===== src/board_pkg.sv =====
// Shared definitions for the arcade board control core
// Widths, settings word bit positions, the bundled port types
// and the game reset sequencer states
package board_pkg;

    localparam int JOY_W       = 10; // Game joystick word
    localparam int BOARD_JOY_W = 16; // Raw board joystick
    localparam int GFX_W       = 4;  // Graphics layer enables

    // Settings word bits
    localparam int ST_ASPECT  = 1;  // 1 selects 16:9
    localparam int ST_ROTATE  = 2;  // 1 keeps a vertical game unrotated
    localparam int ST_FM_OFF  = 8;
    localparam int ST_PSG_OFF = 9;
    localparam int ST_TEST    = 10;
    localparam int ST_FLIP    = 12;
    localparam int ST_FX_LO   = 13; // Effects level in 14:13

    // Keys already decoded from the keyboard
    typedef struct packed {
        logic [JOY_W-1:0] joy1;
        logic [JOY_W-1:0] joy2;
        logic [1:0]       start;
        logic [1:0]       coin;
        logic             reset;
        logic             pause;
        logic             service;
        logic [GFX_W-1:0] gfx;
    } key_in_t;

    // What the game core sees
    typedef struct packed {
        logic [JOY_W-1:0] joystick1;
        logic [JOY_W-1:0] joystick2;
        logic [1:0]       coin;
        logic [1:0]       start;
        logic             service;
    } game_in_t;

    typedef struct packed {
        logic [7:0] aspect_x;
        logic [7:0] aspect_y;
        logic [1:0] rotate;      // {flip, no rotation}
        logic       rot_control; // Joystick directions turned
        logic       enable_fm;
        logic       enable_psg;
        logic       dip_test;
        logic       dip_pause;   // Low while paused
        logic       dip_flip;
        logic [1:0] fx_level;
    } board_cfg_t;

    typedef enum logic [1:0] {
        GRST_HOLD,  // A trigger is present
        GRST_COUNT, // Stretching after the last trigger
        GRST_RUN    // Game released
    } grst_state_e;

endpackage

===== src/arcade_board.sv =====
// Arcade board control core
// Ties together input conditioning, settings decoding and the
// game reset sequencer
`timescale 1ns/1ps

module arcade_board import board_pkg::*; #(
    parameter int THREE_BUTTONS   = 0,
    parameter int ACTIVE_LOW      = 1,
    parameter int VERTICAL        = 0,
    parameter int GAME_RST_CYCLES = 256
) (
    input  logic                   clk_sys,
    input  logic                   rst,
    input  logic                   rst_req,
    input  logic                   downloading,
    input  logic [BOARD_JOY_W-1:0] board_joy1,
    input  logic [BOARD_JOY_W-1:0] board_joy2,
    input  key_in_t                keys,
    input  logic [31:0]            status,
    output game_in_t               game_in,
    output logic [GFX_W-1:0]       gfx_en,
    output board_cfg_t             cfg,
    output logic                   game_rst,
    output logic                   game_rst_n
);
    logic game_pause; // Level from the pause toggle
    logic soft_rst;   // One cycle pulse from the reset key

    input_mapper #(
        .THREE_BUTTONS (THREE_BUTTONS),
        .ACTIVE_LOW    (ACTIVE_LOW)
    ) i_input_mapper (
        .clk_sys     (clk_sys),
        .rst         (rst),
        .board_joy1  (board_joy1),
        .board_joy2  (board_joy2),
        .keys        (keys),
        .rot_control (cfg.rot_control),
        .game_in     (game_in),
        .game_pause  (game_pause),
        .soft_rst    (soft_rst),
        .gfx_en      (gfx_en)
    );

    status_decode #(
        .VERTICAL (VERTICAL)
    ) i_status_decode (
        .clk_sys    (clk_sys),
        .rst        (rst),
        .status     (status),
        .game_pause (game_pause),
        .cfg        (cfg)
    );

    game_reset #(
        .GAME_RST_CYCLES (GAME_RST_CYCLES)
    ) i_game_reset (
        .clk_sys     (clk_sys),
        .rst         (rst),
        .rst_req     (rst_req),
        .downloading (downloading),
        .soft_rst    (soft_rst),
        .dip_flip    (cfg.dip_flip),
        .game_rst    (game_rst),
        .game_rst_n  (game_rst_n)
    );

endmodule


===== src/status_decode.sv =====
// Settings word decoder
// Registers DIP style controls, rotation and the aspect ratio
`timescale 1ns/1ps

module status_decode import board_pkg::*; #(
    parameter int VERTICAL = 0
) (
    input  logic        clk_sys,
    input  logic        rst,
    input  logic [31:0] status,
    input  logic        game_pause,
    output board_cfg_t  cfg
);
    localparam logic IS_VERT = (VERTICAL != 0);

    board_cfg_t cfg_nxt;
    logic [7:0] asp_w;
    logic [7:0] asp_h;

    // Screen proportions before rotation
    assign asp_w = status[ST_ASPECT] ? 8'd16 : 8'd4;
    assign asp_h = status[ST_ASPECT] ? 8'd9  : 8'd3;

    always_comb begin
        cfg_nxt.rot_control = IS_VERT & ~status[ST_ROTATE];
        cfg_nxt.dip_flip    = status[ST_FLIP];
        cfg_nxt.rotate      = {status[ST_FLIP], status[ST_ROTATE]};
        cfg_nxt.dip_test    = status[ST_TEST];
        cfg_nxt.fx_level    = status[ST_FX_LO+1:ST_FX_LO];
        cfg_nxt.enable_fm   = ~status[ST_FM_OFF];
        cfg_nxt.enable_psg  = ~status[ST_PSG_OFF];
        cfg_nxt.dip_pause   = ~game_pause; // Game sees pause active low

        // Turned screen swaps the proportions
        if (cfg_nxt.rot_control) begin
            cfg_nxt.aspect_x = asp_h;
            cfg_nxt.aspect_y = asp_w;
        end else begin
            cfg_nxt.aspect_x = asp_w;
            cfg_nxt.aspect_y = asp_h;
        end
    end

    always_ff @(posedge clk_sys) begin
        if (rst) begin
            cfg           <= '0;
            cfg.dip_pause <= 1'b1; // Not paused
        end else begin
            cfg <= cfg_nxt;
        end
    end

endmodule


===== src/input_mapper.sv =====
// Player input conditioning
// Board joysticks are synchronised and merged with decoded keys, then
// rotated and set to the game polarity. Also keeps the pause level,
// the soft reset pulse and the graphics layer toggles
`timescale 1ns/1ps

module input_mapper import board_pkg::*; #(
    parameter int THREE_BUTTONS = 0,
    parameter int ACTIVE_LOW    = 1
) (
    input  logic                   clk_sys,
    input  logic                   rst,
    input  logic [BOARD_JOY_W-1:0] board_joy1,
    input  logic [BOARD_JOY_W-1:0] board_joy2,
    input  key_in_t                keys,
    input  logic                   rot_control,
    output game_in_t               game_in,
    output logic                   game_pause,
    output logic                   soft_rst,
    output logic [GFX_W-1:0]       gfx_en
);
    // Button positions on the board joystick word
    localparam int START1_BIT = 6 + THREE_BUTTONS;
    localparam int START2_BIT = 7 + THREE_BUTTONS;
    localparam int COIN_BIT   = 8 + THREE_BUTTONS;
    localparam int PAUSE_BIT  = 9 + THREE_BUTTONS;

    localparam int       GI_W     = $bits(game_in_t);
    localparam logic     INV      = (ACTIVE_LOW != 0);
    localparam game_in_t INACTIVE = game_in_t'({GI_W{INV}});

    logic [BOARD_JOY_W-1:0] joy1_sync;
    logic [BOARD_JOY_W-1:0] joy2_sync;
    game_in_t               game_nxt;
    logic                   joy_pause;
    logic                   last_pause;
    logic                   last_joypause;
    logic                   last_reset;
    logic [GFX_W-1:0]       last_gfx;
    logic                   pause_edge;

    // Turns the directions a quarter for rotated screens
    function automatic logic [JOY_W-1:0] rotate_joy(
        input logic [JOY_W-1:0] joy,
        input logic             rot
    );
        logic [JOY_W-1:0] turned;
        turned = {joy[JOY_W-1:4], joy[0], joy[1], joy[3], joy[2]};
        return rot ? turned : joy;
    endfunction

    always_ff @(posedge clk_sys) begin
        joy1_sync <= board_joy1;
        joy2_sync <= board_joy2;
    end

    assign joy_pause  = joy1_sync[PAUSE_BIT] | joy2_sync[PAUSE_BIT];
    assign pause_edge = (keys.pause & ~last_pause) | (joy_pause & ~last_joypause);

    // Active high view of the game inputs
    always_comb begin
        game_nxt.joystick1 = rotate_joy(joy1_sync[JOY_W-1:0] | keys.joy1, rot_control);
        game_nxt.joystick2 = rotate_joy(joy2_sync[JOY_W-1:0] | keys.joy2, rot_control);
        game_nxt.coin      = {joy2_sync[COIN_BIT], joy1_sync[COIN_BIT]} | keys.coin;
        game_nxt.start     = {joy1_sync[START2_BIT], joy1_sync[START1_BIT]}
                           | {joy2_sync[START2_BIT], joy2_sync[START1_BIT]}
                           | keys.start;
        game_nxt.service   = keys.service;
    end

    always_ff @(posedge clk_sys) begin
        if (rst) begin
            game_in       <= INACTIVE;
            game_pause    <= 1'b0;
            soft_rst      <= 1'b0;
            gfx_en        <= '1; // All layers shown
            last_pause    <= 1'b0;
            last_joypause <= 1'b0;
            last_reset    <= 1'b0;
            last_gfx      <= '0;
        end else begin
            last_pause    <= keys.pause;
            last_joypause <= joy_pause;
            last_reset    <= keys.reset;
            last_gfx      <= keys.gfx;

            game_in    <= game_in_t'(game_nxt ^ INACTIVE); // Game polarity
            soft_rst   <= keys.reset & ~last_reset;
            game_pause <= game_pause ^ pause_edge;
            gfx_en     <= gfx_en ^ (keys.gfx & ~last_gfx); // Toggle per layer
        end
    end

endmodule


===== src/game_reset.sv =====
// Game reset sequencer
// Any trigger holds game_rst high, which is then stretched for
// GAME_RST_CYCLES cycles; game_rst_n follows two cycles after release
`timescale 1ns/1ps

module game_reset import board_pkg::*; #(
    parameter int GAME_RST_CYCLES = 256
) (
    input  logic clk_sys,
    input  logic rst,
    input  logic rst_req,
    input  logic downloading,
    input  logic soft_rst,
    input  logic dip_flip,
    output logic game_rst,
    output logic game_rst_n
);
    localparam int CNT_W = $clog2(GAME_RST_CYCLES + 1);
    localparam logic [CNT_W-1:0] CNT_LAST = CNT_W'(GAME_RST_CYCLES - 1);

    grst_state_e      state;
    logic [CNT_W-1:0] cnt;
    logic             last_dip_flip;
    logic             trigger;
    logic             pre_rst_n;

    // A flip change restarts the game with the new screen orientation
    always_ff @(posedge clk_sys) begin
        last_dip_flip <= dip_flip;
    end

    assign trigger = rst | rst_req | downloading | soft_rst | (dip_flip != last_dip_flip);

    always_ff @(posedge clk_sys) begin
        if (trigger) begin // rst is one of the triggers
            state    <= GRST_HOLD;
            cnt      <= '0;
            game_rst <= 1'b1;
        end else begin
            case (state)
                GRST_HOLD, GRST_COUNT: begin
                    if (cnt == CNT_LAST) begin
                        state    <= GRST_RUN;
                        game_rst <= 1'b0;
                    end else begin
                        state <= GRST_COUNT;
                        cnt   <= cnt + 1'b1;
                    end
                end
                default: game_rst <= 1'b0; // GRST_RUN
            endcase
        end
    end

    // Two stage release of the active low copy
    always_ff @(posedge clk_sys) begin
        if (rst || game_rst) begin
            pre_rst_n  <= 1'b0;
            game_rst_n <= 1'b0;
        end else begin
            pre_rst_n  <= 1'b1;
            game_rst_n <= pre_rst_n;
        end
    end

endmodule


===== config.mk =====
export PLATFORM = sky130hd
export DESIGN_NAME = arcade_board
export DESIGN_NICKNAME = d
export VERILOG_FILES = /design/src/board_pkg.sv /design/src/arcade_board.sv /design/src/status_decode.sv /design/src/input_mapper.sv /design/src/game_reset.sv
export SDC_FILE = /design/constraint.sdc
export NUM_CORES = 1
export LEC_CHECK = 0
export BUFFER_PORTS_ARGS = -buffer_cell sky130_fd_sc_hd__buf_2
export CAP_MARGIN = 20
export CORE_ASPECT_RATIO = 0.5
export CORE_MARGIN = 5
export CORE_UTILIZATION = 37
export CTS_CLUSTER_DIAMETER = 150
export DETAILED_ROUTE_END_ITERATION = 10
export PLACE_DENSITY = 0.85
export SYNTH_ARGS = -nofsm -noshare
export SYNTH_HDL_FRONTEND = slang
export SYNTH_SLANG_ARGS = --single-unit

===== constraint.sdc =====
create_clock -name clk_sys -period 1.7 [get_ports clk_sys]
set_input_delay 0.17 -clock clk_sys [delete_from_list [all_inputs] [get_ports clk_sys]]
set_output_delay 0.17 -clock clk_sys [all_outputs]
set_load 0.05 [all_outputs]

==> run summary <==
The worst setup path is captured at a flip-flop. The commonest cells after synthesis are 83 x sky130_fd_sc_hd__dfxtp_1, 28 x sky130_fd_sc_hd__o21ai_0, 18 x sky130_fd_sc_hd__nor2b_1. The number of failing hold endpoints at the final stage is 0. The sequential cell area fraction in the yosys report came out at 0.682. The leakage power total is 1.60 nW. By area, the combinational part of the netlist is dominated by simple AND/OR/NAND/NOR gates.

The die outline area is around 8400 um2. The total global routing overflow is 0. The maximum root-to-sink buffer count came out at 2. The mux cell area share after synthesis came out at 0. The top achievable clock speed is slightly below 600 MHz. The number of antenna-violating nets in the routed design came out at 0. The worst register-to-register path ends at i_game_reset.cnt[7]$_SDFFE_PP0P_.

The clock latency of the later-clocked register in the worst-skew pair is around 320 ps. In this run, the number of DRC markers left after iteration 0 of detailed routing was 44. The adder-cell share of the synthesized area came out at 0.0154. The worst register-to-register path has a setup slack of -0.9 ps. The antenna diode count is 0.

The final worst-path setup slack is -0.854 ps. The clock net sink count came out at between 80 and 90. By area the synthesized netlist is led by sky130_fd_sc_hd__dfxtp_1 68%, sky130_fd_sc_hd__o21ai_0 5.8%, sky130_fd_sc_hd__buf_4 4.9%. The area of the core region is 6230 um2. The worst slack at placement came out at -84.2 ps. From synthesis to final layout, the design area changed by 48.8%. Summing internal, switching and leakage power gives 4.54 mW.

Of the total synthesized cell area, the portion taken by AND, OR, NAND and NOR gates is 0.122. The flow ran to the end, but the final reports show violations. The number of endpoints failing setup at the final stage came out at 1. The first-pass detailed-route iteration total is 4.

In this run the vertical extent of the chip is just under 70 um. Setup repair after global routing could not meet its margin everywhere. With fillers left out, the area of the finished cells amounts to approximately 3600 um2. The number of distinct library cell variants in the gate-level netlist after synthesis came out at 26. Of the total synthesized cell area, the portion taken by XOR and XNOR cells is 0.0252. TritonCTS built the clock tree. The horizontal die dimension came out at ~120 um. The placed wire-length estimate came out at between 3000 and 4000 um.

VDD sags by at most between 0.0007 and 0.0008 V. The via count normalized by instance count came out at approximately 4.3. The most frequently used flop master after synthesis is sky130_fd_sc_hd__dfxtp_1. The number of max-slew violations in the final report is 0. In the global route stage, overall resource usage came out at 0.149. For this configuration, the core starts out at a cell density of 0.391. The critical path ends at i_game_reset.cnt[7]$_SDFFE_PP0P_. The worst register-to-register path begins at i_game_reset.cnt[0]$_SDFFE_PP0P_.

The critical path is of the flip-flop to flip-flop type. The areal power density over the cells is roughly 1300 nW/um2. Port buffering added around 110 buffers. The pin count of the biggest net entering global routing is 24.

For this block, the routed nets add up to ~6000 um of wire. The fraction of synthesis flops using an asynchronous set or reset pin came out at 0. The H-tree was split into 3 levels. Data on the critical path arrives at its endpoint at around 1900 ps.

The maximum fanout encountered on the critical timing path is 6. Each instance of the synthesized netlist takes up on average ~11 um2. The total I/O pin count came out at 156. After detailed routing, the average wire length per cell comes to between 10 and 15 um. At the end of routability-driven placement, the weighted congestion stood at between 0.7 and 0.8. The buffer cell driving the clock tree root is sky130_fd_sc_hd__clkbuf_16. The origin of the worst setup path is i_game_reset.cnt[0]$_SDFFE_PP0P_. Clock skew on the completed layout was measured at between 4 and 5 ps. For the worst flop-to-flop path, the logic depth is 7. The wire length of the first global-routing pass came out at 9700 um. The portion of synthesized cell area occupied by the leading cell type is 0.682. The clock-pin slew reported for the worst setup and hold paths after clock tree synthesis came out at approximately 50 ps. Of the available clock period, the critical path in the final layout requires 1.00.

The residual DRC count came out at 0. In the synthesized netlist, the number of instances is 214. The most common cell in the synthesized netlist is sky130_fd_sc_hd__dfxtp_1.

The time the final worst path needs with I/O delays and setup is approximately 1700 ps. The count of yosys warnings during synthesis is 0. The combined area of all synthesized cells is around 2400 um2. The final reports fail on setup timing. sky130_fd_sc_hd__dfxtp_1 takes more of the synthesized area than any other cell. The overall via count from detail_route came out at 1908. The count of maximum capacitance violations is 0.

The via count of the first global-routing pass is approximately 2000. The initial antenna violation count is 0. Clock tree synthesis inserted a total of 9 buffers.

The floorplan has 20 rows. In this run the worst hold path is classified as primary input to flip-flop. The final net count is roughly 450.

The post-synthesis register bit count came out at 83. The number of enable flip-flop cells after synthesis is 0. The required time at the worst-slack endpoint is ~1900 ps. The placed instances occupy a cell area of about 3000 um2. STA classifies the critical path startpoint as a flip-flop. The post-synthesis compound-gate area fraction came out at 0.0894. Of the cells placed in the final design, the portion with a size suffix greater than 1 is 0.396.
repair_timing:
action / in CTS / in global routing
endpoints found under the setup margin: 4 / 5
setup buffers: 1 / 0
gates resized for setup: 5 / 6
hold buffers: 23 / 0
pin swaps: 3 / 1
endpoints found under the hold margin: 23 / 0
critical path, cell delays in order (launching register included):
cell and delay, ps:
sky130_fd_sc_hd__dfxtp_2 330, sky130_fd_sc_hd__ha_4 160, sky130_fd_sc_hd__nand2_2 60, sky130_fd_sc_hd__nor3_2 40, sky130_fd_sc_hd__ha_2 190, sky130_fd_sc_hd__nand4bb_4 250
sky130_fd_sc_hd__or4_1 430, sky130_fd_sc_hd__a21oi_1 160
how the worst min path moves through the flow:
stage          slack [ps]          start                                    end  depth (start not counted)
5_1_grt                20       keys[30]  i_input_mapper.game_in[24]$_SDFF_PP1_                          2
4_1_cts                 5      status[1]     i_status_decode.cfg[20]$_SDFF_PP0_                          2
3_3_place_gp          270  board_joy2[4]    i_input_mapper.joy2_sync[4]$_DFF_P_                          1
2_1_floorplan         200  board_joy1[0]    i_input_mapper.joy1_sync[0]$_DFF_P_                          0
6_report               30        keys[7]   i_input_mapper.game_in[3]$_SDFF_PP1_                          2
3_5_place_dp          270  board_joy1[6]    i_input_mapper.joy1_sync[6]$_DFF_P_                          1
where the power goes:
part / internal [mW] / switching [mW] / total [mW] / leakage, nW
Clock: 1.17 / 0.698 / 1.87 / 0.142
Combinational: 0.176 / 0.407 / 0.584 / 0.764
Sequential: 2.05 / 0.0376 / 2.09 / 0.694
layout by cell type, fill, tap and decap left out, types with 2 or more instances in the layout:
cell / instances
sky130_fd_sc_hd__buf_2: 107
sky130_fd_sc_hd__clkbuf_16: 9
sky130_fd_sc_hd__dfxtp_1: 81
sky130_fd_sc_hd__or3_1: 3
sky130_fd_sc_hd__a21oi_1: 5
sky130_fd_sc_hd__o31ai_1: 3
sky130_fd_sc_hd__nor2_1: 11
sky130_fd_sc_hd__dlygate4sd3_1: 23
sky130_fd_sc_hd__nand2_1: 9
sky130_fd_sc_hd__buf_4: 7
sky130_fd_sc_hd__nor2b_1: 18
sky130_fd_sc_hd__xnor2_1: 7
sky130_fd_sc_hd__conb_1: 12
sky130_fd_sc_hd__dfxtp_2: 2
sky130_fd_sc_hd__o21ai_0: 27
sky130_fd_sc_hd__inv_1: 4
metal layers:
layer | vias up | global-route usage | wire (um)
met2 | 39 | 0.311 | 3520
li1 | 948 | - | -
met5 | - | 0 | 0
met1 | 908 | 0.138 | 2140
met4 | 0 | 0.0820 | 168
met3 | 13 | 0.0348 | 229
cell type report:
class,count,area (um2)
Timing Repair Buffer,138,838
Fill cell,483,2610
Clock buffer,11,243
Tap cell,88,110
Sequential cell,83,1660
Clock inverter,4,51.3
Multi-Input combinational cell,116,703
Inverter,4,15.0
metrics by stage:
step                      setup TNS [ps]  std cells  utilization  hold slack, ps
after global routing                -201        444        0.582            19.2
after global placement             -57.3        405        0.489             273
after CTS                              0        444        0.579            4.90
final                             -0.854        444        0.582            26.7
after detailed placement            -158        405        0.489             274
after floorplan                        0        225            -             198
logic make-up (layout without fill, tap and decap cells):
family | count (synthesis) | count (layout)
flops | 83 | 83
xor+xnor | 7 | 7
other cells | 1 | 12
compound gates | 40 | 40
buf+inv | 26 | 157
simple gates | 54 | 54
fa+ha+maj | 3 | 3
sequential cells by signal (all words and copies together), names as in the netlist, 4 cells and up:
name,flops
i_input_mapper.joy2_sync,10
i_input_mapper.last_gfx,4
i_status_decode.cfg,11
i_input_mapper.joy1_sync,10
i_game_reset.cnt,9
i_input_mapper.game_in,25
i_input_mapper.gfx_en,4
Power figures use the tool's default switching activity.
